[src/design/vwrite_pkg.sv]
`default_nettype none

package vwrite_pkg;

   localparam int unsigned DATA_W     = 32;
   localparam int unsigned EXT_ADDR_W = 32;
   localparam int unsigned LEN_W      = 16;
   localparam int unsigned CFG_W      = 16;
   localparam int unsigned PER_W      = 12;
   localparam int unsigned DELAY_W    = 8;

   // store pattern, two loop levels
   typedef struct packed {
      logic [CFG_W-1:0]   start;
      logic [CFG_W-1:0]   incr;
      logic [PER_W-1:0]   duty;
      logic [PER_W-1:0]   per;
      logic [CFG_W-1:0]   iter;
      logic [CFG_W-1:0]   shift;
      logic [CFG_W-1:0]   per2;
      logic [CFG_W-1:0]   incr2;
      logic [DELAY_W-1:0] delay;
   } store_cfg_t;

   // length in bytes, multiple of 4
   typedef struct packed {
      logic                  enabled;
      logic [EXT_ADDR_W-1:0] ext_addr;
      logic [CFG_W-1:0]      amount_minus_one;
      logic [LEN_W-1:0]      length;
   } xfer_cfg_t;

   typedef struct packed {
      logic                  valid;
      logic [EXT_ADDR_W-1:0] addr;
      logic [LEN_W-1:0]      len;
      logic [DATA_W-1:0]     wdata;
      logic [DATA_W/8-1:0]   wstrb;
   } databus_req_t;

   typedef enum logic [1:0] {
      SEQ_IDLE,
      SEQ_BURST,
      SEQ_DONE
   } seq_state_t;

endpackage

`default_nettype wire

[src/design/buffer_reader.sv]
`timescale 1ns/1ns
`default_nettype none

module buffer_reader #(
   parameter int ADDR_W = 8
) (
   input  wire logic                          clk,
   input  wire logic                          rst,
   input  wire logic                          run_i,
   input  wire logic [ADDR_W-1:0]             base_i,
   input  wire logic                          pop_i,
   output logic                               valid_o,
   output logic [vwrite_pkg::DATA_W-1:0]      data_o,
   output logic                               mem_re_o,
   output logic [ADDR_W-1:0]                  mem_raddr_o,
   input  wire logic [vwrite_pkg::DATA_W-1:0] mem_rdata_i
);

   logic                                      en_q;
   logic                                      inflight_q;
   logic                                      hold_valid_q;
   logic [ADDR_W-1:0]                         addr_q;
   logic [vwrite_pkg::DATA_W-1:0]             hold_q;

   logic                                      hold_free;
   logic                                      load;

   // holding register has room this cycle
   assign hold_free = !hold_valid_q || pop_i;
   assign load      = inflight_q && hold_free;

   // memory keeps rdata while re is low, so a stalled word waits there
   assign mem_re_o    = en_q && hold_free;
   assign mem_raddr_o = addr_q;
   assign valid_o     = hold_valid_q;
   assign data_o      = hold_q;

   always_ff @(posedge clk or posedge rst) begin
      if (rst) begin
         en_q         <= 1'b0;
         inflight_q   <= 1'b0;
         hold_valid_q <= 1'b0;
         addr_q       <= '0;
      end else if (run_i) begin
         en_q         <= 1'b1;
         inflight_q   <= 1'b0;
         hold_valid_q <= 1'b0;
         addr_q       <= base_i;
      end else begin
         if (mem_re_o) begin
            addr_q <= addr_q + 1'b1;
         end
         inflight_q <= mem_re_o || (inflight_q && !load);
         if (load) begin
            hold_valid_q <= 1'b1;
         end else if (pop_i) begin
            hold_valid_q <= 1'b0;
         end
      end
   end

   always_ff @(posedge clk) begin
      if (load) begin
         hold_q <= mem_rdata_i;
      end
   end

endmodule

`default_nettype wire

[config.mk]
export PLATFORM = sky130hd
export DESIGN_NAME = buffer_reader
export DESIGN_NICKNAME = d
export VERILOG_FILES = /design/src/design/vwrite_pkg.sv /design/src/design/buffer_reader.sv
export SDC_FILE = /design/constraint.sdc
export NUM_CORES = 1
export LEC_CHECK = 0
export BUFFER_PORTS_ARGS = -buffer_cell sky130_fd_sc_hd__buf_4
export CELL_PAD_IN_SITES_DETAIL_PLACEMENT = 0
export CELL_PAD_IN_SITES_GLOBAL_PLACEMENT = 1
export CORE_MARGIN = 2
export CORE_UTILIZATION = 36
export CTS_CLUSTER_DIAMETER = 80
export CTS_CLUSTER_SIZE = 24
export DETAILED_ROUTE_END_ITERATION = 10
export HOLD_SLACK_MARGIN = 0.06
export MAX_ROUTING_LAYER = met4
export PLACE_DENSITY = 0.84
export SYNTH_ARGS = -nofsm -noshare
export SYNTH_HDL_FRONTEND = slang
export SYNTH_SLANG_ARGS = --single-unit
[constraint.sdc]
create_clock -name clk -period 2.7 [get_ports clk]
set_input_delay 0.54 -clock clk [delete_from_list [all_inputs] [get_ports clk]]
set_output_delay 0.54 -clock clk [all_outputs]
set_load 0.02 [all_outputs]
# Word-level counts from Yosys, hierarchy flattened
# Index checks and enable logic that the tools add are counted.
# classes
n_addsub,1
muxes,6
n_reduce_logical,9
eq_ne,0
n_bitwise,0
n_mul,0
div_mod_pow,0
order_cmp,0
n_shift,0
# op_table
op,count
two-way mux 8 bit,2
"adder 8 x 1 -> 8 bit, second input constant",1
two-way mux 1 bit,4
logical AND 1 bit,3
nonzero test 3 bit,1
zero test 1 bit,2
logical OR 1 bit,2
nonzero test 2 bit,1
# word_totals
rom_bits,0
reg_bits,43
ramBits,0
memories,0
inputBits,44
latchBits,0

# Logic depth before layout (Yosys ltp)
# depth
word_depth,7
depth_mapped,5

# Least setup slack after synthesis
# No wires, ideal clock.
# synth_path
kind,in2reg
startpoint,input pop_i
endpoint,"register hold_q, in the netlist data_o[0] (enable)"
setup_slack_ns,0.839
path_buffers,0
t_required_ns,2.308
setup_ns,0.392
t_arrival_ns,1.469
path_stages,2
cell_sequence,nand2b_1 -> and2_1
# synth_between
elab_chain_cells,2
# synth_rtl
item,line,rtl
start: declaration,buffer_reader.sv:11,"input wire logic pop_i,"
logical OR 1 bit,buffer_reader.sv:29,assign hold_free = !hold_valid_q || pop_i;
logical AND 1 bit,buffer_reader.sv:30,assign load = inflight_q && hold_free;
net load,buffer_reader.sv:26,logic load;
end signal: assignment,buffer_reader.sv:64,hold_q <= mem_rdata_i;
end: declaration,buffer_reader.sv:23,logic [vwrite_pkg::DATA_W-1:0] hold_q;
# The timed path passes the listed nets, and every way through them passes these cells.
# A chain may end at the register's enable or synchronous reset.

# Final worst setup path
# layout_path
startpoint,input pop_i
endpoint,output mem_re_o
# layout_between
elab_chain_cells,2
# layout_rtl
item,line,rtl
logical OR 1 bit,buffer_reader.sv:29,
logical AND 1 bit,buffer_reader.sv:33,assign mem_re_o = en_q && hold_free;
end: declaration,buffer_reader.sv:14,"output logic mem_re_o,"
# No other way between the ends.

==> results by group <==
STA
  • Worst-Margin Slew: 0.421 ns
  • Fmax: 574 MHz
  • Slew headroom: 71.9%
  • Max-slew violations: 0
  • Final Skew: 0.00313 ns
  • Minimum clock period: 1.74 ns
  • Final setup viols: 0
  • Final-report hold violation count: 0
  • Setup tns final: 0 ns
  • RSZ-0062 raised after global routing: false
  • Hold Slack: 0.246 ns
  • Final worst path period share: 64.5%

Floorplanning
  • Ports: 86
  • Core area: 0.00409 mm^2
  • Initial core utilization: 38.0%
  • Die Ht: 69.7 um
  • Chip width: 69.7 um
  • FP Rows: 23
  • Die ar.: 0.00486 mm^2

Yosys
  • Synth Register Bits: 43
  • Yosys warnings: 0
  • Adder-Cell Fraction of Synth Area: 0.805%
  • Seq/Total Area, Yosys: 79.5%
  • Net count after synthesis: 139
  • Gate Count Post-Synth: 94
  • Compound-cell area share of the yosys netlist: 2.90%
  • Syn Area/Cell: 16.5 um^2
  • Post-synthesis cell area: 0.00155 mm^2
  • Largest family of logic cells by synthesized area: simple AND/OR/NAND/NOR gates
  • Xor/xnor share of the synthesized area: 3.95%
  • Post-synthesis simple-gate area fraction: 10.5%
  • Post-synthesis mux area share: 0.644%
  • Yosys cell types: 23

Layout
  • Non-filler cells, final: 235
  • Layout Nets: 229
  • Antenna Cells: 0
  • Layout area overhead: 49.8%
  • Post-route core utilization: 57.0%
  • Fraction of layout cells with a size suffix above 1: 53.5%

Global route
  • Global routing usage on met1: 18.5%
  • Global Route met3 Usage: 6.40%
  • Initial antenna violation count: 0
  • GRT Total Usage: 15.1%
  • Met2 track demand over resource: 23.5%
  • First-pass GRT wire length: 5520 um
  • Largest net degree at the start of global routing: 33
  • Busiest layer in global routing: met2
  • Number of global-route vias before repair: 1108
  • Grt ovf: 0

Power and ir drop
  • PwrDens: 618 mW/mm^2
  • Leakage power total: 0.991 nW
  • Maximum VDD drop: 0.000297 V

Drt
  • Mean number of vias per cell: 4.59
  • Post-DR wirelength/cell: 14.7 um
  • Initial DRC Count: 97
  • Drt total wl: 3460 um
  • Via Count: 1079
  • Drt drc: 0
  • Pre-antenna DRT Iters: 4
  • DRT antenna net count: 0

Flow run
  • Max_cap viols: 0

Placement
  • Hpwl dp: 2690 um
  • Port Buffers: 85
  • Dpl cells: 227
  • Routability cong.: 0.818

Setup path
  • Setup CP Type: in2out
  • Req. time, crit path: 2.16 ns
  • Worst Setup SP: pop_i
  • R2R Path Start: valid_o$_DFFE_PP0P_
  • Worst R2R End: data_o[10]$_DFFE_PP_
  • Worst setup EP type: primary output
  • R2R setup slack: 1.36 ns
  • Peak fanout along the critical path: 4
  • Critical path arrival: 1.20 ns
  • Reg2reg path depth: 3
  • Crit path launch type: input pin

Worst hold path
  • Hold Crit Class: in2async

CTS
  • Worst-path clk slew: 0.08 ns
  • Longest Clk Path Bufs: 2
  • CTS H-tree depth: 2
  • Root Driver: clkbuf_8
  • Post_cts resized: 0
  • CTS tree: built
  • Number of buffers created by CTS: 5
  • Worst-skew pair later-pin latency: 0.28 ns
  • Post-CTS Hold Buffers: 0
  • Number of post-CTS setup repair buffers: 0
  • Num Clock Sinks: 43

Outcome
  • Status: completed
==> worst max-delay path, stage by stage <==
cell and delay, ns:
buf_4 0.12, nand2b_1 0.16, nand2_1 0.16, inv_1 0.06
buf_4 0.15
==> cells in the final DEF, fill, tap and decap left out, drive strengths merged <==
cell type  count
a21oi          1
and2           1
buf           86
clkbuf         6
clkinv         1
clkinvlp       1
dfrtp         11
edfxtp        32
ha             1
inv            2
mux2i          1
nand2         15
nand2b         1
nand3          1
nand4          1
nor2           2
nor2b          1
nor3           2
nor4           3
o21ai          8
or2            1
xnor2          5
xor2           2
==> kinds of logic (layout without fill, tap and decap cells) <==
| family | after synthesis | in the layout |
|---|---|---|
| mux | 1 | 1 |
| fa+ha+maj | 1 | 1 |
| xor+xnor | 7 | 7 |
| flops | 43 | 43 |
| compound gates | 9 | 9 |
| simple gates | 28 | 28 |
| buf+inv | 5 | 96 |
==> synthesized netlist by cell type <==
cell type / n / share of area (%)
edfxtp_1: 32 / 62
nand2_1: 14 / 3.4
dfrtp_1: 11 / 18
o21ai_1: 5 / 1.6
xnor2_1: 5 / 2.8
nor4_2: 3 / 2.4
o21ai_0: 3 / 0.97
clkbuf_1: 2 / 0.48
inv_1: 2 / 0.48
nor2_1: 2 / 0.48
nor3_1: 2 / 0.64
xor2_1: 2 / 1.1
a21oi_1: 1 / 0.32
and2_1: 1 / 0.40
buf_6: 1 / 0.72
ha_1: 1 / 0.81
mux2i_1: 1 / 0.64
nand2_4: 1 / 0.72
nand2b_1: 1 / 0.40
nand3_1: 1 / 0.32
nand4_1: 1 / 0.40
nor2b_4: 1 / 0.89
or2_2: 1 / 0.40
==> worst max-delay path by stage <==
stage	slack (ns)	endpoint	cells after the start
finish	0.96	mem_re_o	5
global route	0.91	mem_re_o	5
CTS	0.96	mem_re_o	5
global placement	0.97	mem_re_o	5
detailed placement	0.96	mem_re_o	5
floorplan	0.84	data_o[0]$_DFFE_PP_	2
==> report_power, final <==
part | switching, mW | internal (mW)
Combinational | 0.138 | 0.123
Sequential | 0.0303 | 0.769
Clock | 0.199 | 0.181
Total | 0.368 | 1.07
==> registers in the layout, indices dropped and copies added, names as in the netlist <==
register	flops
valid_o	1
en_q	1
mem_raddr_o	8
inflight_q	1
data_o	32
==> per-layer routing <==
metal | routed length, um | part of all wire [%]
met2 | 1560 | 45
met4 | 21 | 0.61
met1 | 1440 | 42
met3 | 435 | 13
met5 | 0 | 0
==> per-stage QoR <==
| stage | power (mW) | instance area [um^2] | setup WS [ns] |
|---|---|---|---|
| floorplan | 0.937 | 1550 | 0.839 |
| global placement | 1.07 | 2240 | 0.968 |
| detailed placement | 1.08 | 2240 | 0.964 |
| CTS | 1.46 | 2330 | 0.957 |
| global route | 1.52 | 2330 | 0.906 |
| finish | 1.44 | 2330 | 0.959 |
==> area by class of cell <==
type                       instances  area [um^2]
sequential                        43         1240
clock inverter                     2         12.5
timing repair buffer              86          646
fill                             347         1760
inverter                           2         7.51
multi-input combinational         46          292
clock buffer                       6         72.6
tap                               50         62.6
(Power assumes the default switching activity.)
