===== src/design/vwrite_pkg.sv =====
`default_nettype none

package vwrite_pkg;

   localparam int unsigned DATA_W     = 32;
   localparam int unsigned EXT_ADDR_W = 32;
   localparam int unsigned LEN_W      = 16;
   localparam int unsigned CFG_W      = 16;
   localparam int unsigned PER_W      = 12;
   localparam int unsigned DELAY_W    = 8;

   // store pattern, two loop levels
   typedef struct packed {
      logic [CFG_W-1:0]   start;
      logic [CFG_W-1:0]   incr;
      logic [PER_W-1:0]   duty;
      logic [PER_W-1:0]   per;
      logic [CFG_W-1:0]   iter;
      logic [CFG_W-1:0]   shift;
      logic [CFG_W-1:0]   per2;
      logic [CFG_W-1:0]   incr2;
      logic [DELAY_W-1:0] delay;
   } store_cfg_t;

   // length in bytes, multiple of 4
   typedef struct packed {
      logic                  enabled;
      logic [EXT_ADDR_W-1:0] ext_addr;
      logic [CFG_W-1:0]      amount_minus_one;
      logic [LEN_W-1:0]      length;
   } xfer_cfg_t;

   typedef struct packed {
      logic                  valid;
      logic [EXT_ADDR_W-1:0] addr;
      logic [LEN_W-1:0]      len;
      logic [DATA_W-1:0]     wdata;
      logic [DATA_W/8-1:0]   wstrb;
   } databus_req_t;

   typedef enum logic [1:0] {
      SEQ_IDLE,
      SEQ_BURST,
      SEQ_DONE
   } seq_state_t;

endpackage

`default_nettype wire


===== src/design/store_addr_gen.sv =====
`timescale 1ns/1ns
`default_nettype none

module store_addr_gen #(
   parameter int ADDR_W = 8
) (
   input  wire logic                   clk,
   input  wire logic                   rst,
   input  wire logic                   run_i,
   input  wire vwrite_pkg::store_cfg_t cfg_i,
   input  wire logic                   bank_i,
   input  wire logic                   bank_en_i,
   output logic                        we_o,
   output logic [ADDR_W-1:0]           waddr_o,
   output logic                        done_o
);

   logic                               active_q;
   logic [vwrite_pkg::DELAY_W-1:0]     dly_q;
   logic [vwrite_pkg::PER_W-1:0]       cyc_q;
   logic [vwrite_pkg::CFG_W-1:0]       pcnt_q;
   logic [vwrite_pkg::CFG_W-1:0]       ocnt_q;
   logic [ADDR_W-1:0]                  addr_q;
   logic [ADDR_W-1:0]                  obase_q;

   logic                               slot;
   logic                               last_cyc;
   logic                               last_per;
   logic                               last_outer;
   logic                               fin;
   logic [ADDR_W-1:0]                  addr_step;

   // a slot is any cycle past the start delay
   assign slot       = active_q && (dly_q == '0);
   assign we_o       = slot && (cyc_q < cfg_i.duty);
   assign last_cyc   = (cyc_q == cfg_i.per - 1'b1);
   assign last_per   = (pcnt_q == cfg_i.iter - 1'b1);
   assign last_outer = (ocnt_q == cfg_i.per2 - 1'b1);

   // stop right after the last store of the last period
   assign fin = slot && last_per && last_outer &&
                (last_cyc || (we_o && (cyc_q == cfg_i.duty - 1'b1)));

   assign addr_step = we_o ? addr_q + cfg_i.incr[ADDR_W-1:0] : addr_q;
   assign waddr_o   = bank_en_i ? {bank_i, addr_q[ADDR_W-2:0]} : addr_q;

   always_ff @(posedge clk or posedge rst) begin
      if (rst) begin
         active_q <= 1'b0;
         dly_q    <= '0;
         cyc_q    <= '0;
         pcnt_q   <= '0;
         ocnt_q   <= '0;
         done_o   <= 1'b1;
      end else if (run_i) begin
         active_q <= (cfg_i.iter != '0) && (cfg_i.per2 != '0);
         dly_q    <= cfg_i.delay;
         cyc_q    <= '0;
         pcnt_q   <= '0;
         ocnt_q   <= '0;
         done_o   <= 1'b0;
      end else begin
         done_o <= !active_q;
         if (dly_q != '0) begin
            dly_q <= dly_q - 1'b1;
         end else if (active_q) begin
            if (fin) begin
               active_q <= 1'b0;
            end
            if (last_cyc) begin
               cyc_q <= '0;
               if (last_per) begin
                  pcnt_q <= '0;
                  ocnt_q <= ocnt_q + 1'b1;
               end else begin
                  pcnt_q <= pcnt_q + 1'b1;
               end
            end else begin
               cyc_q <= cyc_q + 1'b1;
            end
         end
      end
   end

   // running address, outer base steps by incr2
   always_ff @(posedge clk) begin
      if (run_i) begin
         addr_q  <= cfg_i.start[ADDR_W-1:0];
         obase_q <= cfg_i.start[ADDR_W-1:0];
      end else if (slot) begin
         if (last_cyc && last_per) begin
            addr_q  <= obase_q + cfg_i.incr2[ADDR_W-1:0];
            obase_q <= obase_q + cfg_i.incr2[ADDR_W-1:0];
         end else if (last_cyc) begin
            addr_q <= addr_step + cfg_i.shift[ADDR_W-1:0];
         end else begin
            addr_q <= addr_step;
         end
      end
   end

endmodule

`default_nettype wire


===== config.mk =====
export PLATFORM = sky130hd
export DESIGN_NAME = store_addr_gen
export DESIGN_NICKNAME = d
export VERILOG_FILES = /design/src/design/vwrite_pkg.sv /design/src/design/store_addr_gen.sv
export SDC_FILE = /design/constraint.sdc
export NUM_CORES = 1
export LEC_CHECK = 0
export CORE_UTILIZATION = 29
export CTS_CLUSTER_SIZE = 8
export DETAILED_ROUTE_END_ITERATION = 8
export DONT_BUFFER_PORTS = 1
export PLACE_DENSITY = 0.42
export SETUP_SLACK_MARGIN = 0.05
export SYNTH_ARGS = -nofsm -noshare
export SYNTH_HDL_FRONTEND = slang
export SYNTH_SLANG_ARGS = --single-unit
export TNS_END_PERCENT = 10

===== constraint.sdc =====
create_clock -name clk -period 6.3 [get_ports clk]
set_input_delay 0.63 -clock clk [delete_from_list [all_inputs] [get_ports clk]]
set_output_delay 0.63 -clock clk [all_outputs]
set_load 0.02 [all_outputs]

# [After elaboration in Yosys (flattened, before gate mapping)]
# Index checks and enable logic that the tools add are counted.
[totals] register_bits=70 in_bits=133 output_inout_bits=10 wordCells=79
[classes] addsub=11 n_lt_le_gt_ge=1 n_eq_ne=5 mux=30 n_reduce_logical=24
[ops] operator="$mux 16" n=10
[ops] operator="$mux 8" n=11
[ops] operator="$mux 12" n=4
[ops] operator="$add 16x1->16 const B" n=2
[ops] operator="$eq 16x16->1" n=2
[ops] operator="$reduce_bool 16->1" n=2
[ops] operator="$sub 16x1->16 const B" n=2
[ops] operator="$add 8x8->8" n=3
[ops] operator="$eq 12x12->1" n=2
[ops] operator="$sub 12x1->12 const B" n=2
[ops] operator="$add 12x1->12 const B" n=1
[ops] operator="$lt 12x12->1" n=1
[ops] operator="$reduce_bool 2->1" n=6
[ops] operator="$logic_and 1x1->1" n=8
[ops] operator="$logic_not 8->1" n=1
[ops] operator="$reduce_bool 8->1" n=1
[ops] operator="$sub 8x1->8 const B" n=1
[ops] operator="$mux 1" n=5
[ops] operator="$reduce_and 2->1" n=2
[ops] operator="$reduce_and 4->1" n=1
[ops] operator="$reduce_and 3->1" n=1
[ops] operator="$ne 2x2->1 const B" n=1
[ops] operator="$logic_not 1->1" n=1
[ops] operator="$logic_or 1x1->1" n=1

# [Depth between registers and ports, before layout]
[logic_depth] word_depth=10 depth_mapped=19 mapped_depth_nobuf=18

# [Worst setup path after synthesis]
# OpenSTA, ideal clock, no wires.
[synth_path] kind="reg-to-reg" start="register dly_q[5] (netlist bit)" end="register addr_q[6] (data pin)" setup_time_ns=0.259 arrival_ns=4.183 t_required_ns=6.041 setup_slack_ns=1.858 stages_incl_launch_ff=19 n_path_buf=2 period_less_slack_ns=4.442 path_cell_list="dfrtp_1 -> nor4_1 -> and4_1 -> clkbuf_1 -> nand2_1 -> a211o_1 -> o21ba_2 -> buf_2 -> mux2_2 -> ha_1 -> fa_1 -> a21o_1 -> a21o_1 -> nand2_1 -> nand2_1 -> a21oi_1 -> xor2_1 -> nor3_1 -> a211o_1"
[synth_between] elab_chain_len=9
[synth_lines] element="start, declared" line="store_addr_gen.sv:19" source="logic [vwrite_pkg::DELAY_W-1:0] dly_q;"
[synth_lines] element="start signal, assigned" line="store_addr_gen.sv:57" source="dly_q <= cfg_i.delay;"
[synth_lines] element="start signal, assigned" line="store_addr_gen.sv:65" source="dly_q <= dly_q - 1'b1;"
[synth_lines] element="$logic_not 8->1 *" line="store_addr_gen.sv:34" source="assign slot = active_q && (dly_q == '0);"
[synth_lines] element="$logic_and 1x1->1 *" line="store_addr_gen.sv:34"
[synth_lines] element="$logic_and 1x1->1 *" line="store_addr_gen.sv:35" source="assign we_o = slot && (cyc_q < cfg_i.duty);"
[synth_lines] element="via we_o" line="store_addr_gen.sv:13" source="output logic we_o,"
[synth_lines] element="$mux 8 *" line="store_addr_gen.sv:44" source="assign addr_step = we_o ? addr_q + cfg_i.incr[ADDR_W-1:0] : addr_q;"
[synth_lines] element="$add 8x8->8" line="store_addr_gen.sv:95" source="addr_q <= addr_step + cfg_i.shift[ADDR_W-1:0];"
[synth_lines] element="$mux 8 *" line="store_addr_gen.sv:94" source="end else if (last_cyc) begin"
[synth_lines] element="$mux 8 *" line="store_addr_gen.sv:91" source="if (last_cyc && last_per) begin"
[synth_lines] element="$mux 8 *" line="store_addr_gen.sv:90" source="end else if (slot) begin"
[synth_lines] element="$mux 8 *" line="store_addr_gen.sv:87" source="if (run_i) begin"
[synth_lines] element="end signal, assigned" line="store_addr_gen.sv:88" source="addr_q <= cfg_i.start[ADDR_W-1:0];"
[synth_lines] element="end signal, assigned" line="store_addr_gen.sv:92" source="addr_q <= obase_q + cfg_i.incr2[ADDR_W-1:0];"
[synth_lines] element="end signal, assigned" line="store_addr_gen.sv:95"
[synth_lines] element="end, declared" line="store_addr_gen.sv:23" source="logic [ADDR_W-1:0] addr_q;"
# Mark *: on every way through the listed nets, which the timed path passes. The rest lies on a longest branch. The select of a mux whose other input is x is not followed.
# A chain may end at the register's enable or synchronous reset.

# [Worst setup path after layout]
[layout_path] start="register dly_q[5] (netlist bit)" end="register addr_q[7] (data pin)"
# The elaborated chain is that of the path after synthesis.

==> results by group <==
Status
  – Status: finished, final reports clean

Yosys
  – Syn_nets: between 1000 and 1500
  – Synth Instances: ~830
  – Post-synth design cell area: just under 7000 um2
  – Syn Area/Cell: about 8.2 um2
  – Post-synth cell types: just under 80
  – FF+latch count, synth: 70
  – Async SR Flop Fraction: 77.1%
  – Sequential area share after synthesis: a little over a quarter
  – Main synth FF type: dfrtp_1
  – Synth warnings: 0
  – Post-synth EDFFs: 16

Cells and area
  – Final Instance Area: roughly 7500 um2
  – Storage cell area: 1830 um2
  – Most frequent cells in the layout: 65 x nand2_1, 62 x o21ai_0, 60 x nor2_1
  – Multi-input gate area: between 4000 and 5000 um2
  – Share of cells above drive strength 1: under 10%
  – Growth of design area from synthesis to finish: 8.81%
  – Filler Cells Inserted: 2430
  – # diodes: 0
  – Post-layout util: 32.6%
  – Commonest non-fill, non-tap cell in the layout: nand2_1
  – # nets final: about 990

Floorplan
  – Initial Utilization: between 20 and 30%
  – Die Span Y: ~160 um
  – Row Count: 55
  – Core area: ~23000 um2
  – Die extent in x: 156 um
  – Die Area: 24300 um2
  – Ports: between 100 and 150

Placement
  – Dpl cell area: 7110 um2
  – HPWL after DPL: about 15 mm
  – Port bufs: 0
  – RePlAce Congestion: 0.811

CTS
  – Max Buffers Root-to-Sink: 2
  – Clock latency on the worst-skew pair: roughly 0.33 ns
  – Clock sink count: 70
  – Clk Tree Root Cell: clkbuf_16
  – Hold_buf cts: 0
  – Clk slew on worst S/H paths: approximately 0.060 ns
  – H-Tree Level Count: 3
  – Post-CTS Setup Inserts: 0
  – Num CTS Buffers: 9
  – CTS tree: yes
  – Post_cts resized: 0

Worst setup path
  – CP peak stage delay: about 0.50 ns
  – Largest delay contributor family on the critical path: compound AO/OA/AOI/OAI gates
  – Worst endpoint required time: ~6.4 ns
  – Slowest CP cell: o21ba_2
  – Worst setup SP type: flip-flop
  – Crit path max fanout: 10
  – CP cell instances: nor4_1, and4_1, nand2_1, buf_4, a211o_1, o21ba_2, mux2i_1, ha_1, a21oi_1, o2111ai_1, a21o_1, a21oi_1, xnor2_1, nand2_1, xnor3_1, o31a_1
  – CP arrival: about 4.9 ns
  – Buf+Inv Stages, Crit Path: 1
  – Crit. End Element: flip-flop
  – Critical path type: reg -> reg

Pwr
  – Total power: about 1.4 mW
  – VDD IR max: between 0.0001 and 0.00015 V
  – PD cells: around 180 nW/um2
  – Lkg Pwr: a little over 3 nW

Timing
  – RSZ-0062 raised after global routing: false
  – Clk_skew: slightly above 0.005 ns
  – Max-slew headroom: between 40 and 50%
  – Tmin final: approximately 4.8 ns
  – Worst slew pin tran: ~0.8 ns
  – Slew Viols, Final: 0
  – Fin crit share: 76.0%
  – Setup tns final: 0 ns
  – Setup-failing EPs final: 0
  – Final hold viol count: 0
  – Achievable Freq: 209 MHz

Global routing
  – First-pass GRT wire length: around 30 mm
  – GRT overflow: 0
  – Largest net degree at the start of global routing: around 60
  – Antenna violations before repair: 0
  – GR Util All Layers: 15.9%
  – Vias in the first global route: around 5700

Routing
  – Vias/cell: 5.14
  – Final wirelength: ~19 mm
  – DR vias: 5824
  – Routed wire per std cell: ~17 um
  – Router iterations before antenna repair: 4
  – Starting DRT DRC Count: ~300
  – Detail Route Antenna Nets: 0
  – DRC Markers: 0

Job
  – Max cap viols: 0

Min path
  – HP Class: in -> reg
## logic make-up after synthesis
group	synth area share, %
fa+ha+maj	8.90
buf+inv	5.38
simple gates	25.1
flops	26.7
mux	2.79
xor+xnor	11.7
compound gates	19.5
## where the power goes
part           leakage [nW]  switching (mW)  total (mW)  internal, mW
logic                  1.97           0.138       0.250         0.112
registers             0.887          0.0208       0.509         0.488
clock network         0.176           0.198       0.607         0.409
## worst paths after layout
kind,startpoint,cells after the start,slack (ns),to
worst min-delay path,run_i,1,0.35,done_o
min in group asynchronous,rst,2,0.37,dly_q[4]
max in group asynchronous,rst,2,5.42,active_q
worst max register to register,dly_q[5],16,1.51,addr_q[7]
worst min register to register,active_q,1,0.45,done_o
worst max-delay path,dly_q[5],16,1.51,addr_q[7]
## synthesized netlist by cell type, drive strengths merged (3+ instances only)
master	count	area share (%)
a22o	6	0.77
o211ai	7	0.77
a31oi	8	0.73
and2	6	0.55
nand2	65	3.6
a21boi	5	0.55
nor2b	15	1.4
nand3	31	2.3
clkbuf	19	1.0
xnor2	52	6.6
a21o	10	1.1
nand2b	8	0.73
a211oi	9	0.98
o2111ai	5	0.73
nand3b	4	0.44
a21oi	57	4.2
edfxtp	16	7.0
ha	44	8.0
nor4	11	1.5
or4	9	1.0
or3	28	2.7
a211o	3	0.38
inv	50	2.7
xor2	37	4.7
o21ai	62	4.5
and3	20	1.8
mux2	9	1.5
nor3	23	1.8
dfrtp	53	19
nor3b	6	0.66
nor2	60	3.3
nand4b	4	0.51
nand4	12	1.3
o31ai	5	0.55
and4	4	0.51
fa	3	0.88
buf	16	1.5
mux2i	9	1.3
## layer usage
| layer | track usage, % | up-vias | wire (um) | share of wire (%) |
|---|---|---|---|---|
| li1 | - | 2988 | - | - |
| met1 | 21.0 | 2712 | 9010 | 48 |
| met2 | 26.7 | 120 | 8830 | 47 |
| met3 | 2.67 | 4 | 823 | 4.4 |
| met4 | 3.78 | 0 | 119 | 0.63 |
| met5 | 0 | - | 0 | 0 |
## registers in the layout (all words and copies together), names as in the netlist
signal	flops
addr_q	8
pcnt_q	16
done_o	1
cyc_q	12
ocnt_q	16
obase_q	8
dly_q	8
active_q	1
## through the flow
step                      setup WS [ns]  hold slack, ns  instances
after detailed placement           1.44           0.459       1116
after global routing               1.06           0.314       1132
after CTS                          1.41           0.318       1132
final                              1.51           0.348       1132
after global placement             1.48           0.453       1116
after floorplan                    1.86           0.391        834
## layout make-up
cell class                      count  share of cell area [%]
Multi-Input combinational cell    678                    62.5
Tap cell                          313                    5.25
Timing Repair Buffer                4                   0.402
Clock buffer                       10                    3.35
Inverter                           51                    2.56
Clock inverter                      6                    1.41
Sequential cell                    70                    24.6
(Power assumes the default switching activity.)
