==> config.mk <==
export PLATFORM = sky130hd
export DESIGN_NAME = burst_sequencer
export DESIGN_NICKNAME = d
export VERILOG_FILES = /design/src/design/vwrite_pkg.sv /design/src/design/burst_sequencer.sv
export SDC_FILE = /design/constraint.sdc
export NUM_CORES = 1
export LEC_CHECK = 0
export ABC_CLOCK_PERIOD_IN_PS = 5300
export BUFFER_PORTS_ARGS = -buffer_cell sky130_fd_sc_hd__clkbuf_2
export CORE_MARGIN = 2
export CORE_UTILIZATION = 40
export DETAILED_ROUTE_END_ITERATION = 7
export HOLD_SLACK_MARGIN = 0.02
export PLACE_DENSITY = 0.72
export SYNTH_ARGS = -nofsm -noshare
export SYNTH_HDL_FRONTEND = slang
export SYNTH_SLANG_ARGS = --single-unit
==> constraint.sdc <==
create_clock -name clk -period 5.3 [get_ports clk]
set_input_delay 1.59 -clock clk [delete_from_list [all_inputs] [get_ports clk]]
set_output_delay 1.59 -clock clk [all_outputs]
set_load 0.03 [all_outputs]
==> src/design/vwrite_pkg.sv <==
`default_nettype none

package vwrite_pkg;

   localparam int unsigned DATA_W     = 32;
   localparam int unsigned EXT_ADDR_W = 32;
   localparam int unsigned LEN_W      = 16;
   localparam int unsigned CFG_W      = 16;
   localparam int unsigned PER_W      = 12;
   localparam int unsigned DELAY_W    = 8;

   // store pattern, two loop levels
   typedef struct packed {
      logic [CFG_W-1:0]   start;
      logic [CFG_W-1:0]   incr;
      logic [PER_W-1:0]   duty;
      logic [PER_W-1:0]   per;
      logic [CFG_W-1:0]   iter;
      logic [CFG_W-1:0]   shift;
      logic [CFG_W-1:0]   per2;
      logic [CFG_W-1:0]   incr2;
      logic [DELAY_W-1:0] delay;
   } store_cfg_t;

   // length in bytes, multiple of 4
   typedef struct packed {
      logic                  enabled;
      logic [EXT_ADDR_W-1:0] ext_addr;
      logic [CFG_W-1:0]      amount_minus_one;
      logic [LEN_W-1:0]      length;
   } xfer_cfg_t;

   typedef struct packed {
      logic                  valid;
      logic [EXT_ADDR_W-1:0] addr;
      logic [LEN_W-1:0]      len;
      logic [DATA_W-1:0]     wdata;
      logic [DATA_W/8-1:0]   wstrb;
   } databus_req_t;

   typedef enum logic [1:0] {
      SEQ_IDLE,
      SEQ_BURST,
      SEQ_DONE
   } seq_state_t;

endpackage

`default_nettype wire

==> src/design/burst_sequencer.sv <==
`timescale 1ns/1ns
`default_nettype none

module burst_sequencer (
   input  wire logic                          clk,
   input  wire logic                          rst,
   input  wire logic                          run_i,
   input  wire vwrite_pkg::xfer_cfg_t         cfg_i,
   input  wire logic                          data_valid_i,
   input  wire logic [vwrite_pkg::DATA_W-1:0] data_i,
   input  wire logic                          databus_ready_i,
   input  wire logic                          databus_last_i,
   output vwrite_pkg::databus_req_t           databus_req_o,
   output logic                               pop_o,
   output logic                               done_o
);

   // byte count of up to 2^CFG_W words
   localparam int unsigned REM_W = vwrite_pkg::CFG_W + 3;

   vwrite_pkg::seq_state_t                    state_q;
   logic [REM_W-1:0]                          rem_q;
   logic [vwrite_pkg::EXT_ADDR_W-1:0]         addr_q;

   logic [REM_W-1:0]                          total;
   logic [vwrite_pkg::LEN_W-1:0]              len;
   logic                                      beat;
   logic                                      final_beat;

   assign total = (REM_W'(cfg_i.amount_minus_one) + 1'b1) << 2;

   // burst length is the smaller of the limit and what is left
   assign len = (rem_q > REM_W'(cfg_i.length)) ? cfg_i.length : rem_q[vwrite_pkg::LEN_W-1:0];

   always_comb begin
      databus_req_o.valid = (state_q == vwrite_pkg::SEQ_BURST) && data_valid_i;
      databus_req_o.addr  = addr_q;
      databus_req_o.len   = len;
      databus_req_o.wdata = data_i;
      databus_req_o.wstrb = '1;
   end

   assign beat       = databus_req_o.valid && databus_ready_i;
   assign final_beat = beat && databus_last_i;
   assign pop_o      = beat;
   assign done_o     = (state_q == vwrite_pkg::SEQ_IDLE) || (state_q == vwrite_pkg::SEQ_DONE);

   always_ff @(posedge clk or posedge rst) begin
      if (rst) begin
         state_q <= vwrite_pkg::SEQ_IDLE;
         rem_q   <= '0;
         addr_q  <= '0;
      end else if (run_i) begin
         state_q <= cfg_i.enabled ? vwrite_pkg::SEQ_BURST : vwrite_pkg::SEQ_DONE;
         rem_q   <= total;
         addr_q  <= cfg_i.ext_addr;
      end else begin
         case (state_q)
            vwrite_pkg::SEQ_BURST: begin
               // next burst starts where this one ended
               if (final_beat) begin
                  rem_q  <= rem_q - REM_W'(len);
                  addr_q <= addr_q + vwrite_pkg::EXT_ADDR_W'(len);
                  if (rem_q == REM_W'(len)) begin
                     state_q <= vwrite_pkg::SEQ_DONE;
                  end
               end
            end
            default: begin
               state_q <= state_q;
            end
         endcase
      end
   end

endmodule

`default_nettype wire

# --- Yosys cells after proc, flatten, opt, wreduce, memory -nomap -nowiden ---
# Cells that the tools add are included.
totals:
  regBits: 53
  inputBits: 103
  output_inout_bits: 87
  word_cells: 32
classes:
  add_sub_neg: 3
  n_lt_le_gt_ge: 1
  eq_ne: 3
  n_mux: 12
  n_reduce_logical: 10
ops:
  columns: ["cell", "n"]
  rows:
  - ["$mux 32", 3]
  - ["$mux 19", 3]
  - ["$add 32x16->32", 1]
  - ["$eq 19x16->1", 1]
  - ["$gt 19x16->1", 1]
  - ["$sub 19x16->19", 1]
  - ["$add 16x1->17 const B", 1]
  - ["$mux 16", 1]
  - ["$mux 2", 5]
  - ["$reduce_bool 2->1", 3]
  - ["$logic_and 1x1->1", 3]
  - ["$reduce_and 3->1", 1]
  - ["$eq 2x1->1 const B", 1]
  - ["$eq 2x2->1 const B", 1]
  - ["$logic_not 2->1", 1]
  - ["$reduce_and 2->1", 1]
  - ["$logic_or 1x1->1", 1]

# --- Logic depth before layout (Yosys ltp) ---
# Gate-level depths: netlist (run 1).
logic_depth:
  depth_word: 7
  mapped_depth: 20

# --- Worst setup path before layout (run 1) ---
# Ideal clock, no wire load.
synth_timing:
  path_type: "input to register"
  start: "input cfg_i[1] (netlist name)"
  end: "register addr_q[22] (netlist name)"
  setup_ps: 125
  arrival_ps: 5367
  required_ps: 5175
  path_slack_ps: -191
  cell_stages: 19
  path_cell_list: "inv_1 -> ha_1 -> nor2b_1 -> o21ai_1 -> a21oi_1 -> o21ai_0 -> a21oi_1 -> nor2b_1 -> clkbuf_1 -> buf_2 -> o22ai_1 -> ha_1 -> a21oi_1 -> nand2_1 -> or4_1 -> o21bai_2 -> nor2_1 -> xor2_1 -> mux2_2"
synth_rtl:
  columns: ["item", "line_no", "source"]
  rows:
  - ["start, declared", "burst_sequencer.sv:8", "input wire vwrite_pkg::xfer_cfg_t cfg_i,"]
  - ["end signal, assigned", "burst_sequencer.sv:56", "addr_q <= cfg_i.ext_addr;"]
  - ["end signal, assigned", "burst_sequencer.sv:63", "addr_q <= addr_q + vwrite_pkg::EXT_ADDR_W'(len);"]
  - ["end, declared", "burst_sequencer.sv:23", "logic [vwrite_pkg::EXT_ADDR_W-1:0] addr_q;"]

==> results of run 1 <==
==> cell usage after synthesis, types with 2 or more instances <==
| cell | instances | area share |
|---|---|---|
| and3_1 | 13 | 0.015 |
| o221ai_1 | 5 | 0.0079 |
| and2_1 | 3 | 0.0034 |
| a21boi_0 | 2 | 0.0027 |
| xor2_1 | 24 | 0.038 |
| nand2b_1 | 5 | 0.0056 |
| o21ai_0 | 40 | 0.036 |
| o21a_1 | 4 | 0.0054 |
| o311ai_0 | 2 | 0.0031 |
| nor2_1 | 49 | 0.033 |
| clkbuf_1 | 23 | 0.015 |
| o21ai_1 | 7 | 0.0063 |
| a2111oi_4 | 2 | 0.0099 |
| dfrtp_1 | 53 | 0.24 |
| o211ai_1 | 6 | 0.0081 |
| a211oi_1 | 9 | 0.012 |
| nand4_1 | 14 | 0.016 |
| a21boi_2 | 2 | 0.0040 |
| xnor2_1 | 26 | 0.041 |
| o22ai_1 | 17 | 0.019 |
| o21bai_1 | 3 | 0.0040 |
| mux2_2 | 6 | 0.012 |
| nand3_1 | 25 | 0.022 |
| buf_4 | 36 | 0.048 |
| a22oi_1 | 5 | 0.0067 |
| inv_1 | 34 | 0.023 |
| o31ai_1 | 2 | 0.0027 |
| buf_2 | 4 | 0.0036 |
| ha_1 | 49 | 0.11 |
| a21o_1 | 14 | 0.019 |
| or4_1 | 3 | 0.0040 |
| mux2i_1 | 19 | 0.034 |
| a21oi_1 | 58 | 0.052 |
| nor3_1 | 13 | 0.012 |
| nand2_1 | 71 | 0.048 |
| a31oi_1 | 10 | 0.011 |
| a311oi_1 | 4 | 0.0063 |
| fa_1 | 2 | 0.0072 |
| nor2b_1 | 7 | 0.0079 |
| or3_1 | 5 | 0.0056 |
==> area by class of cell <==
cell class              count  area, sq um  area share
clock buffers               5          125      0.0187
inverters                  34          128      0.0191
clock inverters             3         68.8      0.0103
repair buffers            167          968       0.145
flip-flops and latches     53         1330       0.198
multi-input cells         551         3850       0.575
well taps                 180          225      0.0337
==> per-stage QoR <==
| stage | std cells | power [mW] | setup TNS (ns) | hold WS (ns) |
|---|---|---|---|---|
| global route | 993 | 1.93 | 0 | 0.587 |
| finish | 993 | 1.82 | 0 | 0.549 |
| floorplan | 703 | 1.13 | 0 | 0.494 |
| global placement | 985 | 1.36 | 0 | 0.534 |
| detailed placement | 985 | 1.36 | -0.0107 | 0.540 |
| CTS | 993 | 1.81 | 0 | 0.553 |
==> final timing paths <==
| kind | start | to | slack [ns] | depth (start not counted) |
|---|---|---|---|---|
| max | cfg_i[1] | databus_req_o[43] | 0.11 | 12 |
| min | state_q[0]$_DFFE_PP0P_ | state_q[0]$_DFFE_PP0P_ | 0.55 | 1 |
| max reg2reg | rem_q[1]$_DFFE_PP0P_ | addr_q[28]$_DFFE_PP0P_ | 1.24 | 18 |
| min reg2reg | state_q[0]$_DFFE_PP0P_ | state_q[0]$_DFFE_PP0P_ | 0.55 | 1 |
| max in group asynchronous | rst | rem_q[13]$_DFFE_PP0P_ | 3.18 | 3 |
| min in group asynchronous | rst | addr_q[5]$_DFFE_PP0P_ | 1.30 | 2 |
==> per-layer routing <==
metal,part of all wire,up-vias
met2,0.45,185
met4,0.023,0
met3,0.063,26
li1,-,2718
met1,0.47,2572
met5,0,-
==> cells by family after synthesis <==
group                      share of synthesized area
DFF                                            0.238
buffers and inverters                         0.0931
xor gates and xnor gates                      0.0785
other                                       0.000672
muxes                                         0.0462
and+or+nand+nor                                0.185
AOI/OAI and AO/OA                              0.241
adders and majority gates                      0.117
==> state kept, by name, summed over array words and instances (netlist names) <==
name and cells:
addr_q 32, rem_q 19, state_q 2
==> timing repair <==
| action | CTS | global route |
|---|---|---|
| setup endpoints to repair | 0 | 6 |
| gates resized for setup | 0 | 11 |
| hold endpoints to repair | 0 | 0 |
==> power breakdown <==
part | internal, mW | switching, mW
combinational | 0.364 | 0.516
sequential | 0.443 | 0.0533
clock | 0.273 | 0.168
total | 1.08 | 0.738
==> results.txt, run 1 <==
----------------------------------------------------
[Status]
  Status ... finished clean

[Setup path]
  Max FO, Critical Path ... 23
  CP required ... 3.71 ns
  Arrival time of the worst setup path ... 3.60 ns
  Sort of element at the end of the critical path ... output port
  Series of cell instances along the critical path ... clkbuf_2, inv_1, ha_1, nor2b_1, o21ai_1, a21oi_1, o21ai_1, a21oi_2, nor2b_4, buf_12, o22ai_2, clkbuf_2
  Largest stage delay on the critical path ... 0.31 ns
  Number of buffers and inverters on the critical path ... 4
  Worst path slowest cell ... o22ai_2
  Critical Setup Path Class ... in2out
  Startpoint type of the worst setup path ... input pin
  Kind of cell with the highest combined delay on the critical path ... compound AO/OA/AOI/OAI gates

[Synthesis]
  Post-synthesis register bit count ... 53
  Count of flip-flops with a built-in enable after synthesis ... 0
  Synthesized netlist cell count ... 700
  Proportion of register bits with asynchronous set or reset after synthesis ... 1.00
  Yosys warning count ... 0
  Synth unique cells ... 64
  Area of the mapped netlist ... 5580 sq um
  Dominant register cell in the synthesized netlist ... dfrtp_1
  Share of the yosys chip area belonging to registers ... 0.238
  Syn_area_per_cell ... 7.97 sq um

[STA]
  Actual slew at the worst max-slew pin ... 0.804 ns
  Max transition margin ... 0.460
  Portion of the clock cycle consumed by the worst path in the final layout ... 0.980
  Final count of hold timing violations ... 0
  Maximum achievable frequency ... 0.193 GHz
  Post-layout min period ... 5.19 ns
  PnR worst setup slack ... 0.108 ns
  Number of max-slew violations in the final report ... 0
  Setup-failing EPs final ... 0
  Unrepaired setup endpoints after global routing ... no
  Final worst clock skew ... 0.00518 ns

[Global route]
  GRT met2 Usage ... 0.352
  Maximum number of pins on one net before global-route repair ... 78
  Met3 layer usage reported by global route ... 0.0267
  Total congestion overflow ... 0
  Number of antenna violations at the first check in global routing ... 0
  Layer with the highest usage after global routing ... met2
  Total track usage ... 0.220
  Number of global-route vias before repair ... 5219
  First-pass GRT wire length ... 26.0 mm
  Met1 usage in global routing ... 0.308

[Floorplanning]
  Vert. Die Dim ... 122 microns
  Initial cell density of the core ... 0.405
  Floorplan Core Area ... 13800 sq um
  Horizontal extent of the die ... 122 microns
  Die outline area ... 14900 sq um
  Site Rows ... 43
  Top-level port count ... 190

[Pwr]
  Worst voltage drop across the vdd grid ... 179 uV
  Static Leakage ... 3.07 nW
  Power per cell area ... 272 nW/um^2

[Routing]
  Iteration count of the initial detailed-routing pass ... 5
  Total detailed-routing wirelength ... 16.6 mm
  Via total after detailed routing ... 5501
  Routed wire length per instance ... 16.7 microns
  Initial DRC Count ... 382
  Drt via density ... 5.54
  Remaining design rule violation count ... 0
  Post-detailed-route count of antenna-violating nets ... 0

[Min path]
  Worst min-delay path category ... reg2reg

[CTS]
  Number of clock buffers inserted by TritonCTS ... 5
  Number of setup buffers added after CTS ... 0
  Clock slew seen by the registers of the worst setup and hold paths ... 0.08 ns
  Buffer levels on the longest clock path ... 2
  CTS H-tree lvls ... 2
  TritonCTS clock tree ... done
  Post-cts hold buffer count ... 0
  Clk_lat worst skew ... 0.30 ns
  Clock root buffer master ... clkbuf_16
  Total number of clock tree sinks ... 53

[Cells and area]
  Share of post-route cells with drive strength above 1 ... 0.260
  Commonest cells after routing, fill and taps aside ... clkbuf_2, nand2_1, a21oi_1
  Fill cell total of the finished layout ... 1397
  Diode insertion count for antenna repair ... 0
  Area growth from synthesis to layout ... 20.0%
  # nets final ... 966
  Final core utilization ... 0.486
  Most common cell after layout, fill and taps aside ... clkbuf_2
  Design area ... 6690 sq um

[Placement]
  Half-perimeter wire length after detailed placement ... 12.9 mm
  Number of port buffers ... 121
  Minimum setup slack after placement ... -0.00634 ns
  Placed inst area ... 6470 sq um
  Weighted congestion at the end of routability-driven global placement ... 0.963

[Run]
  MaxCap Viol Count ... 0

----------------------------------------------------
Power figures use the tool's default switching activity.
==> inputs of run 2 (changes only) <==
--- a/config.mk
+++ b/config.mk
@@ -8,10 +8,10 @@
 export ABC_CLOCK_PERIOD_IN_PS = 5300
 export BUFFER_PORTS_ARGS = -buffer_cell sky130_fd_sc_hd__clkbuf_2
 export CORE_MARGIN = 2
-export CORE_UTILIZATION = 40
+export CORE_UTILIZATION = 46
 export DETAILED_ROUTE_END_ITERATION = 7
 export HOLD_SLACK_MARGIN = 0.02
-export PLACE_DENSITY = 0.72
+export PLACE_DENSITY = 0.8
 export SYNTH_ARGS = -nofsm -noshare
 export SYNTH_HDL_FRONTEND = slang
 export SYNTH_SLANG_ARGS = --single-unit
==> results.txt, run 2 (synthesis gave the netlist of run 1 again) <==
----------------------------------------------------
[STA]
  Number of max-slew violations in the final report ... 0
  Final count of hold timing violations ... 0
  Total negative slack for setup checks ... 0 ns
  Setup-failing EPs final ... 0
  Max transition margin ... 0.581
  Unrepaired setup endpoints after global routing ... no
  Actual slew at the worst max-slew pin ... 0.626 ns
  Portion of the clock cycle consumed by the worst path in the final layout ... 0.974
  Maximum achievable frequency ... 0.194 GHz
  Post-layout min period ... 5.16 ns
  Tightest hold margin ... 0.545 ns
  Final worst clock skew ... 0.00651 ns

[Global route]
  Number of antenna violations at the first check in global routing ... 0
  Total congestion overflow ... 0
  First-pass GRT wire length ... 26.2 mm
  Maximum number of pins on one net before global-route repair ... 46
  Number of global-route vias before repair ... 5252
  Total track usage ... 0.250

[Routing]
  Routed wire length per instance ... 17.2 microns
  Via total after detailed routing ... 5499
  Remaining design rule violation count ... 0
  Iteration count of the initial detailed-routing pass ... 5
  Initial DRC Count ... 397
  Post-detailed-route count of antenna-violating nets ... 0
  Total detailed-routing wirelength ... 16.2 mm
  Drt via density ... 5.83

[Floorplanning]
  Top-level port count ... 190
  Vert. Die Dim ... 114 microns
  Site Rows ... 40
  Horizontal extent of the die ... 114 microns
  Floorplan Core Area ... 11900 sq um
  Die outline area ... 13000 sq um
  Initial cell density of the core ... 0.468

[Cells and area]
  Commonest cells after routing, fill and taps aside ... clkbuf_2, nand2_1, a21oi_1
  # nets final ... 949
  Diode insertion count for antenna repair ... 0
  Top Registers ... addr_q (32), rem_q (19), state_q (2)
  Top register by number of flip-flops ... addr_q
  Most common cell after layout, fill and taps aside ... clkbuf_2
  Share of post-route cells with drive strength above 1 ... 0.244
  Final cell count without fillers ... 943
  Flip-flop count of the largest register after layout ... 32
  Area growth from synthesis to layout ... 16.4%
  Design area ... 6490 sq um

[Placement]
  Half-perimeter wire length after detailed placement ... 12.6 mm
  Instance count after placement with tap cells included ... 935
  Placed inst area ... 6280 sq um
  Weighted congestion at the end of routability-driven global placement ... 0.996
  Number of port buffers ... 121

[Setup path]
  CP required ... 3.71 ns
  Setup crit start ... cfg_i[14]
  Sort of element at the end of the critical path ... output port
  Series of cell instances along the critical path ... clkbuf_2, inv_1, ha_1, nand4_1, nor2_1, o21ai_0, a21oi_2, nor2b_4, buf_6, o22ai_2, clkbuf_2
  Arrival time of the worst setup path ... 3.57 ns
  Startpoint type of the worst setup path ... input pin
  Largest stage delay on the critical path ... 0.32 ns
  Worst path slowest cell ... o22ai_2
  Max FO, Critical Path ... 12
  Most frequent CP cell ... clkbuf_2
  Critical Setup Path Class ... in2out
  Worst r2r src ... rem_q[1]$_DFFE_PP0P_

[Pwr]
  Power per cell area ... 267 nW/um^2
  Psw ... 0.719 mW
  Logic gate share of total power ... 0.489
  Relative contribution of sequential cells to total power ... 0.285
  Internal power ... 1.01 mW
  Switching Fraction ... 0.415
  Static Leakage ... 2.98 nW
  Worst voltage drop across the vdd grid ... 137 uV
  Clock Power Share ... 0.225
  PnR Total Power ... 1.73 mW

[CTS]
  Number of clock buffers inserted by TritonCTS ... 5
  Total number of clock tree sinks ... 53
  Number of setup buffers added after CTS ... 0
  Clk_lat worst skew ... 0.30 ns
  Buffer levels on the longest clock path ... 2
  Clock slew seen by the registers of the worst setup and hold paths ... 0.07 ns
  CTS H-tree lvls ... 2
  TritonCTS clock tree ... done
  Clock root buffer master ... clkbuf_16

[Min path]
  Worst min-delay path category ... reg2reg
  Start point of the worst hold path ... state_q[1]$_DFFE_PP0P_

[Run]
  MaxCap Viol Count ... 0

[Status]
  Status ... finished clean

----------------------------------------------------
[run 2: cell count changes in the layout (fill, tap and decap cells not counted), sizes merged]
cell,before,now
inv,35,34
bufinv,2,1
buf,48,31
clkbuf,124,126
[run 2: cell type report]
class,count,area (sq um)
Clock buffer,7,143
Clock inverter,1,30.0
Fill cell,1132,5420
Inverter,34,128
Multi-Input combinational cell,551,3850
Sequential cell,53,1330
Tap cell,147,184
Timing Repair Buffer,150,832
[run 2: path summary, 6_finish.rpt]
path / cells after the start / slack [ns] / endpoint
worst max-delay path: 11 / 0.14 / databus_req_o[43]
worst min-delay path: 2 / 0.55 / state_q[1]$_DFFE_PP0P_
worst max register to register: 18 / 1.20 / addr_q[28]$_DFFE_PP0P_
worst min register to register: 2 / 0.55 / state_q[1]$_DFFE_PP0P_
max in group asynchronous: 3 / 3.19 / rem_q[17]$_DFFE_PP0P_
min in group asynchronous: 2 / 1.28 / addr_q[5]$_DFFE_PP0P_
[run 2: power groups by stage]
| stage | Clock (mW) | Combinational, mW | Sequential (mW) |
|---|---|---|---|
| final | 0.391 | 0.848 | 0.494 |
| after global routing | 0.415 | 0.931 | 0.500 |
| after CTS | 0.396 | 0.831 | 0.493 |
| after detailed placement | 0 | 0.824 | 0.501 |
| after global placement | 0 | 0.814 | 0.500 |
| after floorplan | 0 | 0.591 | 0.536 |
[run 2: stage by stage]
step | setup slack, ns | util
after floorplan | 0.0450 | -
after global placement | 0.0819 | 0.528
after detailed placement | 0.0202 | 0.528
after global routing | 0.00437 | 0.545
final | 0.137 | 0.545
after CTS | 0.0781 | 0.542
[run 2: routing by layer]
| layer | up-vias | global-route usage | wire, microns |
|---|---|---|---|
| li1 | 2680 | - | - |
| met1 | 2584 | 0.336 | 7070 |
| met2 | 202 | 0.421 | 7650 |
| met3 | 33 | 0.0434 | 1130 |
| met4 | 0 | 0.0626 | 335 |
| met5 | - | 0 | 0 |
[run 2: what timing repair did]
action,in CTS,in global routing
resized for setup,0,11
endpoints found under the setup margin,0,6
hold buffers,0,0
[run 2: worst max-delay path: cells and delay by family]
kind	cells	cell delay, ns
compound gates	3	0.68
buf+inv	4	0.58
simple gates	3	0.42
fa+ha+maj	1	0.31
==> inputs of run 3 (changes only) <==
--- a/config.mk
+++ b/config.mk
@@ -11,7 +11,7 @@
 export CORE_UTILIZATION = 46
 export DETAILED_ROUTE_END_ITERATION = 7
 export HOLD_SLACK_MARGIN = 0.02
-export PLACE_DENSITY = 0.8
+export PLACE_DENSITY = 0.83
 export SYNTH_ARGS = -nofsm -noshare
 export SYNTH_HDL_FRONTEND = slang
 export SYNTH_SLANG_ARGS = --single-unit
==> results.txt, run 3 (synthesis gave the netlist of run 1 again) <==
----------------------------------------------------
[Global route]
  Total track usage ... 0.249
  Total congestion overflow ... 0
  First-pass GRT wire length ... 26.0 mm
  Number of antenna violations at the first check in global routing ... 0
  Maximum number of pins on one net before global-route repair ... 54
  Number of global-route vias before repair ... 5310

[Setup path]
  Max FO, Critical Path ... 15
  CP required ... 3.71 ns
  Kind of cell with the highest combined delay on the critical path ... compound AO/OA/AOI/OAI gates
  Startpoint type of the worst setup path ... input pin
  Most frequent CP cell ... buf_4
  Critical Setup Path Class ... in2out
  Worst path slowest cell ... ha_1
  Sort of element at the end of the critical path ... output port
  Arrival time of the worst setup path ... 3.63 ns
  Number of buffers and inverters on the critical path ... 5
  Reg2Reg Setup Slack ... 1.11 ns
  Largest stage delay on the critical path ... 0.28 ns
  Series of cell instances along the critical path ... clkbuf_2, inv_1, ha_1, nor2b_1, o21ai_1, a21oi_1, o21ai_0, a21oi_2, nor2b_4, buf_6, buf_4, o22ai_1, buf_4

[STA]
  Final worst clock skew ... 0.00819 ns
  Number of max-slew violations in the final report ... 0
  Final count of hold timing violations ... 0
  PnR worst setup slack ... 0.0811 ns
  Portion of the clock cycle consumed by the worst path in the final layout ... 0.985
  Setup-failing EPs final ... 0
  Max transition margin ... 0.533
  Maximum achievable frequency ... 0.192 GHz
  Actual slew at the worst max-slew pin ... 0.701 ns
  Post-layout min period ... 5.22 ns

[Cells and area]
  Top Registers ... addr_q (32), rem_q (19), state_q (2)
  # nets final ... 956
  Final cell count without fillers ... 950
  Diode insertion count for antenna repair ... 0
  Area of the multi-input gates ... 3860 sq um
  Share of post-route cells with drive strength above 1 ... 0.250
  Fill cell total of the finished layout ... 1115
  Commonest cells after routing, fill and taps aside ... clkbuf_2, nand2_1, a21oi_1
  Top register by number of flip-flops ... addr_q
  Most common cell after layout, fill and taps aside ... clkbuf_2
  Flip-flop count of the largest register after layout ... 32
  Area growth from synthesis to layout ... 17.4%
  Register Area ... 1330 sq um

[Placement]
  Weighted congestion at the end of routability-driven global placement ... 0.943
  Minimum setup slack after placement ... -0.101 ns
  Half-perimeter wire length after detailed placement ... 12.9 mm
  Number of port buffers ... 121
  Instance count after placement with tap cells included ... 942

[CTS]
  Number of setup buffers added after CTS ... 0
  Clk_lat worst skew ... 0.30 ns
  TritonCTS clock tree ... done
  CTS H-tree lvls ... 2
  Clock slew seen by the registers of the worst setup and hold paths ... 0.07 ns
  Buffer levels on the longest clock path ... 2
  Total number of clock tree sinks ... 53
  Post-cts hold buffer count ... 0
  Clock root buffer master ... clkbuf_16
  Number of clock buffers inserted by TritonCTS ... 5

[Routing]
  Via total after detailed routing ... 5496
  Total detailed-routing wirelength ... 16.3 mm
  Initial DRC Count ... 337
  Iteration count of the initial detailed-routing pass ... 5
  Routed wire length per instance ... 17.1 microns
  Remaining design rule violation count ... 0
  Drt via density ... 5.79
  Post-detailed-route count of antenna-violating nets ... 0

[Floorplanning]
  Horizontal extent of the die ... 114 microns
  Floorplan Core Area ... 11900 sq um
  Vert. Die Dim ... 114 microns
  Top-level port count ... 190
  Site Rows ... 40
  Initial cell density of the core ... 0.468
  Die outline area ... 13000 sq um

[Pwr]
  PnR Total Power ... 1.69 mW
  Power per cell area ... 258 nW/um^2
  Worst voltage drop across the vdd grid ... 121 uV
  Static Leakage ... 3.01 nW

[Min path]
  Worst min-delay path category ... reg2reg

[Status]
  Status ... finished clean

[Run]
  MaxCap Viol Count ... 0

----------------------------------------------------
run 3: changes by cell type in the layout (fill, tap and decap cells not counted), moves of 2 or more:
cell      previous run  this run
buf_6                1         3
clkbuf_2           119       115
buf_4               30        38
o22ai_2             13        10
o22ai_4              1         3
clkinv_2             0         2
run 3: through the flow:
step	setup TNS [ns]	util	hold slack, ns	area (sq um)
after floorplan	0	-	0.494	5660
after global placement	-0.000679	0.532	0.527	6340
after detailed placement	-0.323	0.532	0.537	6340
after CTS	-0.00631	0.545	0.545	6500
after global routing	-0.00918	0.550	0.591	6550
final	0	0.550	0.540	6550
run 3: timing repair:
action | CTS | global route
endpoints found under the setup margin | 2 | 8
cloned | 0 | 0
gates resized for setup | 3 | 23
run 3: per-layer routing:
metal	part of all wire	vias up	track usage
li1	-	2694	-
met1	0.44	2559	0.328
met4	0.030	0	0.0894
met2	0.47	208	0.417
met3	0.067	35	0.0360
met5	0	-	0
run 3: tightest hold or removal path, cell delays in order (launching register included):
cell,delay [ns]
dfrtp_1,0.37
inv_1,0.06
a22oi_1,0.06
run 3: path summary, 6_finish.rpt:
| kind | startpoint | endpoint | depth (start not counted) |
|---|---|---|---|
| setup / recovery | cfg_i[1] | databus_req_o[47] | 13 |
| hold / removal | state_q[1]$_DFFE_PP0P_ | state_q[1]$_DFFE_PP0P_ | 2 |
| setup reg to reg | rem_q[1]$_DFFE_PP0P_ | addr_q[14]$_DFFE_PP0P_ | 17 |
| hold reg to reg | state_q[1]$_DFFE_PP0P_ | state_q[1]$_DFFE_PP0P_ | 2 |
| max in group asynchronous | rst | addr_q[24]$_DFFE_PP0P_ | 3 |
| min in group asynchronous | rst | addr_q[3]$_DFFE_PP0P_ | 3 |
run 3: layout make-up:
| cell class | count | area share |
|---|---|---|
| Clock inverter | 3 | 0.00267 |
| Inverter | 34 | 0.0195 |
| Tap cell | 147 | 0.0281 |
| Timing Repair Buffer | 157 | 0.139 |
| Multi-Input combinational cell | 551 | 0.589 |
| Sequential cell | 53 | 0.203 |
| Clock buffer | 5 | 0.0191 |
run 3: power by group:
part	leakage (nW)	internal, mW	switching (mW)
clock network	0.0696	0.174	0.156
registers	0.632	0.443	0.0528
logic	2.31	0.349	0.513
